**config.mk**
```make
export PLATFORM = sky130hd
export DESIGN_NAME = task_mapper_top
export DESIGN_NICKNAME = d
export VERILOG_FILES = /design/src/task_pkg.sv /design/src/mesh_pkg.sv /design/src/mapper_if.sv /design/src/task_mapper_top.sv /design/src/id_map_table.sv /design/src/pe_occupancy.sv /design/src/pe_selector.sv /design/src/map_ctrl.sv
export SDC_FILE = /design/constraint.sdc
export NUM_CORES = 1
export LEC_CHECK = 0
export ABC_AREA = 1
export BUFFER_PORTS_ARGS = -buffer_cell sky130_fd_sc_hd__buf_2
export CORE_MARGIN = 5
export CORE_UTILIZATION = 37
export CTS_CLUSTER_DIAMETER = 50
export DETAILED_ROUTE_END_ITERATION = 8
export MAX_ROUTING_LAYER = met4
export PLACE_DENSITY_LB_ADDON = 0.12
export SYNTH_ARGS = -nofsm -noshare
export SYNTH_HDL_FRONTEND = slang
export SYNTH_HIERARCHICAL = 1
export SYNTH_SLANG_ARGS = --single-unit
```
**constraint.sdc**
```tcl
create_clock -name clk -period 44.4 [get_ports clk]
set_input_delay 4.44 -clock clk [delete_from_list [all_inputs] [get_ports clk]]
set_output_delay 4.44 -clock clk [all_outputs]
set_load 0.1 [all_outputs]
```
**src/task_pkg.sv**
```systemverilog
// Task request encoding
// Operation enum shared by the control path and the testbench
`default_nettype none

package task_pkg;

  // OP_IDLE when no request is strobed this cycle
  typedef enum logic [1:0] {
    OP_IDLE  = 2'd0,
    OP_ROOT  = 2'd1,
    OP_CHILD = 2'd2
  } task_op_t;

endpackage

`default_nettype wire

```
**src/mesh_pkg.sv**
```systemverilog
// Mesh geometry for the 4x4 PE array
// PE index, coordinate, network ID and busy vector types
// Controller position and index to coordinate helpers
`default_nettype none

package mesh_pkg;

  localparam int MESH_DIM = 4;
  localparam int NUM_PE   = MESH_DIM * MESH_DIM;

  // Task controller owns this corner of the mesh
  localparam int CTRL_ROW = 3;
  localparam int CTRL_COL = 3;

  typedef logic [3:0]        pe_idx_t;
  typedef logic [1:0]        coord_t;
  typedef logic [4:0]        node_id_t;
  typedef logic [NUM_PE-1:0] busy_vec_t;

  localparam pe_idx_t CTRL_PE = pe_idx_t'(CTRL_ROW * MESH_DIM + CTRL_COL);

  // Row-major index, row in the upper bits
  function automatic coord_t pe_row(input pe_idx_t idx);
    return idx[3:2];
  endfunction

  function automatic coord_t pe_col(input pe_idx_t idx);
    return idx[1:0];
  endfunction

  // Network ID is row * 8 + col
  function automatic node_id_t pe_node_id(input pe_idx_t idx);
    return {pe_row(idx), 1'b0, pe_col(idx)};
  endfunction

endpackage

`default_nettype wire
```
**src/mapper_if.sv**
```systemverilog
// Mapper interface between control and datapath
// Occupancy, placement choice and commit strobe
`timescale 1ns/1ps
`default_nettype none

interface mapper_if;

  // Occupancy from the busy matrix
  mesh_pkg::busy_vec_t busy;

  // Request decode and placement history from control
  task_pkg::task_op_t  op;
  mesh_pkg::pe_idx_t   last_pe;
  logic                commit;

  // Selector result
  mesh_pkg::pe_idx_t   pick;
  logic                found;

  modport ctrl (
    input  busy, pick, found,
    output op, last_pe, commit
  );

  modport sel (
    input  busy, op, last_pe,
    output pick, found
  );

  modport occ (
    input  commit, pick,
    output busy
  );

endinterface

`default_nettype wire

```
**src/task_mapper_top.sv**
```systemverilog
// Task mapper top level
// Plain request and result ports, mapper interface and all instances
`timescale 1ns/1ps
`default_nettype none

module task_mapper_top #(
  parameter int HOLD_CYCLES = 10
) (
  input  logic                clk,
  input  logic                rst_b,
  input  logic                task_valid,
  input  logic                root_task,
  input  mesh_pkg::coord_t    row,
  input  mesh_pkg::coord_t    col,
  input  logic                app_end,
  output logic                map_valid,
  output logic                map_fail,
  output mesh_pkg::node_id_t  src_id,
  output mesh_pkg::node_id_t  dest_id
);

  // Control to table
  logic               tbl_write;
  mesh_pkg::coord_t   tbl_row;
  mesh_pkg::coord_t   tbl_col;
  mesh_pkg::node_id_t tbl_id;
  mesh_pkg::node_id_t tbl_dest;
  logic               tbl_hit;

  mapper_if mif ();

  map_ctrl u_map_ctrl (
    .clk        (clk),
    .rst_b      (rst_b),
    .task_valid (task_valid),
    .root_task  (root_task),
    .row        (row),
    .col        (col),
    .app_end    (app_end),
    .map_valid  (map_valid),
    .map_fail   (map_fail),
    .src_id     (src_id),
    .dest_id    (dest_id),
    .mif        (mif.ctrl),
    .tbl_write  (tbl_write),
    .tbl_row    (tbl_row),
    .tbl_col    (tbl_col),
    .tbl_id     (tbl_id),
    .tbl_dest   (tbl_dest),
    .tbl_hit    (tbl_hit)
  );

  pe_selector u_pe_selector (
    .mif (mif.sel)
  );

  pe_occupancy #(
    .HOLD_CYCLES (HOLD_CYCLES)
  ) u_pe_occupancy (
    .clk   (clk),
    .rst_b (rst_b),
    .mif   (mif.occ)
  );

  id_map_table u_id_map_table (
    .clk     (clk),
    .rst_b   (rst_b),
    .app_end (app_end),
    .write   (tbl_write),
    .wr_row  (tbl_row),
    .wr_col  (tbl_col),
    .wr_id   (tbl_id),
    .dest_id (tbl_dest),
    .hit     (tbl_hit)
  );

endmodule

`default_nettype wire

```
**src/id_map_table.sv**
```systemverilog
// Task-graph to network ID table
// One ID and valid bit per cell, transposed read, flush at app end
`timescale 1ns/1ps
`default_nettype none

module id_map_table (
  input  logic               clk,
  input  logic               rst_b,
  input  logic               app_end,
  input  logic               write,
  input  mesh_pkg::coord_t   wr_row,
  input  mesh_pkg::coord_t   wr_col,
  input  mesh_pkg::node_id_t wr_id,
  output mesh_pkg::node_id_t dest_id,
  output logic               hit
);

  localparam int NUM_CELL = mesh_pkg::NUM_PE;

  mesh_pkg::node_id_t  id_mem [NUM_CELL];
  logic [NUM_CELL-1:0] cell_valid;
  logic [3:0]          wr_idx;
  logic [3:0]          rd_idx;

  // Cells are row-major, read swaps row and column
  assign wr_idx = {wr_row, wr_col};
  assign rd_idx = {wr_col, wr_row};

  always_ff @(posedge clk) begin
    if (write) begin
      id_mem[wr_idx] <= wr_id;
    end
  end

  // Flush wins over a write in the same cycle
  always_ff @(posedge clk) begin
    if (!rst_b || app_end) begin
      cell_valid <= '0;
    end else if (write) begin
      cell_valid[wr_idx] <= 1'b1;
    end
  end

  // Read sees the contents from before this cycle's write
  assign hit     = cell_valid[rd_idx];
  assign dest_id = id_mem[rd_idx];

endmodule

`default_nettype wire

```
**src/pe_occupancy.sv**
```systemverilog
// PE occupancy
// Busy matrix built from one hold counter per PE
// Counter loads on commit and counts down to release
`timescale 1ns/1ps
`default_nettype none

module pe_occupancy #(
  parameter int HOLD_CYCLES = 10
) (
  input logic   clk,
  input logic   rst_b,
  mapper_if.occ mif
);

  localparam int NUM_PE = mesh_pkg::NUM_PE;
  localparam int CNT_W  = $clog2(HOLD_CYCLES + 1);

  localparam logic [CNT_W-1:0] HOLD_LOAD = CNT_W'(HOLD_CYCLES);

  logic [CNT_W-1:0] hold_cnt [NUM_PE];

  // #################### Hold counters
  // Busy from the commit edge until HOLD_CYCLES edges later
  always_ff @(posedge clk) begin
    if (!rst_b) begin
      for (int i = 0; i < NUM_PE; i++) begin
        hold_cnt[i] <= '0;
      end
    end else begin
      for (int i = 0; i < NUM_PE; i++) begin
        if (mif.commit && mif.pick == mesh_pkg::pe_idx_t'(i)) begin
          hold_cnt[i] <= HOLD_LOAD;
        end else if (hold_cnt[i] != '0) begin
          hold_cnt[i] <= hold_cnt[i] - 1'b1;
        end
      end
    end
  end

  always_comb begin
    for (int i = 0; i < NUM_PE; i++) begin
      mif.busy[i] = (hold_cnt[i] != '0);
    end
  end

  // Selector must never hand out a PE that is still held
  a_no_double_book: assert property (
    @(posedge clk) disable iff (!rst_b)
    mif.commit |-> !mif.busy[mif.pick]
  );

endmodule

`default_nettype wire

```
**src/pe_selector.sv**
```systemverilog
// PE selector
// Manhattan cost per PE, idle neighbor count and placement choice
// Root uses the controller as base, child uses the last placed PE
`timescale 1ns/1ps
`default_nettype none

module pe_selector (
  mapper_if.sel mif
);

  localparam int NUM_PE = mesh_pkg::NUM_PE;

  logic [NUM_PE-1:0] excluded;
  logic [3:0]        idle_cnt [NUM_PE];

  function automatic logic [2:0] abs_diff(input mesh_pkg::coord_t x,
                                          input mesh_pkg::coord_t y);
    return (x > y) ? {1'b0, x - y} : {1'b0, y - x};
  endfunction

  function automatic logic [2:0] manhattan(input mesh_pkg::pe_idx_t a,
                                           input mesh_pkg::pe_idx_t b);
    logic [2:0] dr;
    logic [2:0] dc;
    dr = abs_diff(mesh_pkg::pe_row(a), mesh_pkg::pe_row(b));
    dc = abs_diff(mesh_pkg::pe_col(a), mesh_pkg::pe_col(b));
    return dr + dc;
  endfunction

  // Busy PEs and the controller corner can never be chosen
  always_comb begin
    for (int i = 0; i < NUM_PE; i++) begin
      excluded[i] = mif.busy[i] | (mesh_pkg::pe_idx_t'(i) == mesh_pkg::CTRL_PE);
    end
  end

  // #################### Idle neighbors
  // Other free PEs within distance 2
  always_comb begin
    for (int i = 0; i < NUM_PE; i++) begin
      idle_cnt[i] = '0;
      for (int j = 0; j < NUM_PE; j++) begin
        if (j != i && !excluded[j] &&
            manhattan(mesh_pkg::pe_idx_t'(i), mesh_pkg::pe_idx_t'(j)) <= 3'd2) begin
          idle_cnt[i] = idle_cnt[i] + 4'd1;
        end
      end
    end
  end

  // #################### Choice
  // Scan in index order and only take a strictly better PE,
  // so the lowest index wins a full tie
  always_comb begin
    mesh_pkg::pe_idx_t base;
    logic [2:0]        cost;
    logic [2:0]        best_cost;
    logic [3:0]        best_idle;
    logic              better;
    base      = (mif.op == task_pkg::OP_ROOT) ? mesh_pkg::CTRL_PE : mif.last_pe;
    best_cost = '1;
    best_idle = '0;
    mif.pick  = '0;
    mif.found = 1'b0;
    for (int i = 0; i < NUM_PE; i++) begin
      cost   = manhattan(mesh_pkg::pe_idx_t'(i), base);
      better = 1'b0;
      if (mif.op != task_pkg::OP_IDLE && !excluded[i]) begin
        if (!mif.found || cost < best_cost) begin
          better = 1'b1;
        end else if (mif.op == task_pkg::OP_ROOT && cost == best_cost &&
                     idle_cnt[i] > best_idle) begin
          better = 1'b1;
        end
      end
      if (better) begin
        best_cost = cost;
        best_idle = idle_cnt[i];
        mif.pick  = mesh_pkg::pe_idx_t'(i);
        mif.found = 1'b1;
      end
    end
  end

endmodule

`default_nettype wire

```
**src/map_ctrl.sv**
```systemverilog
// Mapper control
// Request decode, commit strobe, last placed PE and registered results
`timescale 1ns/1ps
`default_nettype none

module map_ctrl (
  input  logic                clk,
  input  logic                rst_b,
  input  logic                task_valid,
  input  logic                root_task,
  input  mesh_pkg::coord_t    row,
  input  mesh_pkg::coord_t    col,
  input  logic                app_end,
  output logic                map_valid,
  output logic                map_fail,
  output mesh_pkg::node_id_t  src_id,
  output mesh_pkg::node_id_t  dest_id,
  mapper_if.ctrl              mif,
  output logic                tbl_write,
  output mesh_pkg::coord_t    tbl_row,
  output mesh_pkg::coord_t    tbl_col,
  output mesh_pkg::node_id_t  tbl_id,
  input  mesh_pkg::node_id_t  tbl_dest,
  input  logic                tbl_hit
);

  mesh_pkg::node_id_t pick_id;
  mesh_pkg::node_id_t next_dest;

  // #################### Request decode
  always_comb begin
    if (!task_valid) begin
      mif.op = task_pkg::OP_IDLE;
    end else if (root_task) begin
      mif.op = task_pkg::OP_ROOT;
    end else begin
      mif.op = task_pkg::OP_CHILD;
    end
  end

  assign mif.commit = task_valid & mif.found;
  assign pick_id    = mesh_pkg::pe_node_id(mif.pick);

  // Flush at application end takes priority over the write
  assign tbl_write = mif.commit & ~app_end;
  assign tbl_row   = row;
  assign tbl_col   = col;
  assign tbl_id    = pick_id;

  // Child takes the transposed cell if it was written, else itself
  assign next_dest = (root_task || !tbl_hit) ? pick_id : tbl_dest;

  // #################### Result registers
  always_ff @(posedge clk) begin
    if (!rst_b) begin
      map_valid   <= 1'b0;
      map_fail    <= 1'b0;
      mif.last_pe <= mesh_pkg::CTRL_PE;
    end else begin
      map_valid <= task_valid;
      map_fail  <= task_valid & ~mif.found;
      if (mif.commit) begin
        mif.last_pe <= mif.pick;
      end
    end
  end

  always_ff @(posedge clk) begin
    if (task_valid) begin
      src_id  <= mif.found ? pick_id : '0;
      dest_id <= mif.found ? next_dest : '0;
    end
  end

  // A commit only on a found PE, never on the controller corner
  a_commit_found: assert property (
    @(posedge clk) disable iff (!rst_b)
    mif.commit |-> mif.found && (mif.pick != mesh_pkg::CTRL_PE)
  );

endmodule

`default_nettype wire

```
==> reports/summary.md <==
Buffers added to address setup during post-CTS repair amount to 0. In this run, post-CTS repair resized a total of 0 instances. The final period utilization is 59.2%. For this design the top-level I/O count stands at 21.

Entering global routing, the biggest net connects 58 pins. Endpoint class of the critical path: a flop. The clock drives 171 sinks. The setup path with the least slack is of type primary input to flop.

Global routing consumed, over all layers together, 18.2% of the routing resources. The minimum period implied by the final worst setup slack came out at 26.30 ns. The data arrival at the endpoint of the critical path is 26.43 ns. The fraction of final layout cells sized beyond drive strength 1 was 7.23%; the setup slack after placement was 17.75 ns. After synthesis the cells add up to 0.0176 sq mm. The tools report the critical path startpoint as task_valid. The logs give 0 ns for the total negative setup slack and 0 for the number of routed nets with antenna violations. The post-synthesis area per instance was 6.95 sq um; the number of buffers added by the clock tree synthesis step was 17.

In the final design database the tool counted 2718 nets. Yosys printed 6 warnings. The area growth from synthesis to final layout was 6.27%; the total DRC errors in the routed layout was 0.

CTS placed an instance of sky130_fd_sc_hd__clkbuf_16 at the clock tree root. Die footprint: 0.0519 sq mm. The die is 228 microns tall. The routed wire length per instance was 15.0 microns.

The cell occurring most often along the worst timing path is sky130_fd_sc_hd__nand2_1. Row generation in the floorplan step produced 79 rows. The number of hold violations in the final report is 0. The flow ran to the end, and the final reports show no timing, DRC or antenna violations.

The critical path startpoint category was a primary input. The clock reaches the later pin of the worst-skew pair after 0.44 ns. Port buffering added 19 buffers. The floorplan step set the die width to 228 microns. The tightest min-delay check is of the flop to flop type. The initial utilization of the core area, before any placement, comes to 37.6%. On the critical path, the stage with the largest delay is an instance of sky130_fd_sc_hd__o211ai_1. The clock skew after layout came out at 0.0116 ns. The detailed router's first-iteration violation count is 846, and the post-cts hold buffer count is 0.

In this design, the stage delay of the slowest critical-path cell is 0.87 ns. For the antenna cell count, the log shows 0. The via count of the first global-routing pass is 14700, and the clock edge transition at the registers on the reported setup and hold paths is 0.07 ns. The final RePlAce weighted congestion is 0.871. The tools report the number of setup violations in the final report as 0.

The global-route wire length before repair was 74900 microns; the final HPWL from detailed placement was 35800 microns. The final number of max-transition violations was 0; the actual transition at the worst max-transition pin was 1.10 ns. Setup slack on the critical path of the routed design comes to 18.10 ns. The hold path startpoint is u_id_map_table/cell_valid[3]$_SDFFE_PP0P_. The detailed-router iteration count before antenna repair was 5. Setup repair after global routing left no endpoint under its margin. The worst register-to-register path begins at u_pe_occupancy/hold_cnt[0][0]$_SDFFCE_PN0P_.

The required time at the worst-slack endpoint was 44.53 ns. For the highest achievable clock rate, the log shows 0.0380 GHz. Initial antenna violation count: 0.

After detailed routing, the number of vias per cell comes to 4.95. The routed layout has 15500 vias. Largest driver fanout on the critical path: 23. The tools report the max-capacitance violation count as 0. The final routed wirelength across all metal layers was 46700 microns. The run gives 0 as the total congestion overflow after global routing. TritonCTS built the clock tree. The clock passes through at most 2 buffers. Synthesis produced 2529 cells. CTS built an H-tree with a depth of 4. Cells fill 39.9% of the core in the end. The relative slew slack is 26.6%, and the total core area is 0.0468 sq mm.
## critical path, delay by kind of cell
| family | cells | cell delay, ns |
|---|---|---|
| AO/OA/AOI/OAI | 36 | 6.72 |
| buffers and inverters | 18 | 2.31 |
| adder cells (fa/ha/maj) | 15 | 4.93 |
| AND/OR/NAND/NOR | 71 | 8.01 |
## path summary, 6_finish.rpt
check                           slack, ns                                           end  cells after the start
worst max-delay path                18.10  u_pe_occupancy/hold_cnt[0][10]$_SDFFCE_PN0P_                    140
worst min-delay path                 0.46     u_id_map_table/cell_valid[3]$_SDFFE_PP0P_                      2
worst max register to register      20.62  u_pe_occupancy/hold_cnt[0][10]$_SDFFCE_PN0P_                    147
worst min register to register       0.46     u_id_map_table/cell_valid[3]$_SDFFE_PP0P_                      2
## state kept, by name, summed over array words and instances (netlist names)
register and flops:
u_id_map_table/cell_valid 16, u_map_ctrl/dest_id 5, u_id_map_table/id_mem 80, u_map_ctrl/map_valid 1, u_pe_occupancy/hold_cnt 60, u_map_ctrl/src_id 4, u_map_ctrl/map_fail 1, u_map_ctrl/mif.last_pe 4
## cells in the final DEF, fill, tap and decap left out, drive strengths merged, types with 10 or more instances in the layout
cell	instances
or2	20
xnor2	36
fa	15
clkinv	10
buf	41
inv	314
o21bai	12
a31oi	26
a21oi	59
o21ai	137
edfxtp	149
nor2	228
xor2	68
dfxtp	22
clkbuf	19
ha	191
nand4	47
nand2	912
nand3	166
nand3b	13
## through the flow
stage	hold WS, ns	cells	cell area [sq um]
2_1_floorplan	0.430	2530	17600
3_3_place_gp	0.438	3091	18100
3_5_place_dp	0.441	3091	18100
4_1_cts	0.453	3123	18700
5_1_grt	0.488	3123	18700
6_report	0.456	3123	18700
## routing by layer
layer | wire (microns) | track usage, % | share of wire [%] | vias up
met5 | 0 | - | 0 | -
met4 | 819 | 4.31 | 1.8 | 0
met3 | 1220 | 2.02 | 2.6 | 46
met2 | 22800 | 31.6 | 49 | 198
met1 | 21900 | 22.8 | 47 | 7126
li1 | - | - | - | 8104
## layout make-up
cell class / instances / area [sq um]
clock inverter: 13 / 140
tap: 607 / 759
timing repair buffer: 41 / 260
inverter: 314 / 1180
fill: 4941 / 28100
clock buffer: 19 / 433
sequential: 171 / 4910
multi-input combinational: 1958 / 11000
Power is left out: the tool's default activity adds up to more than one toggle a clock period on the data nets, which glitch-free logic cannot reach.
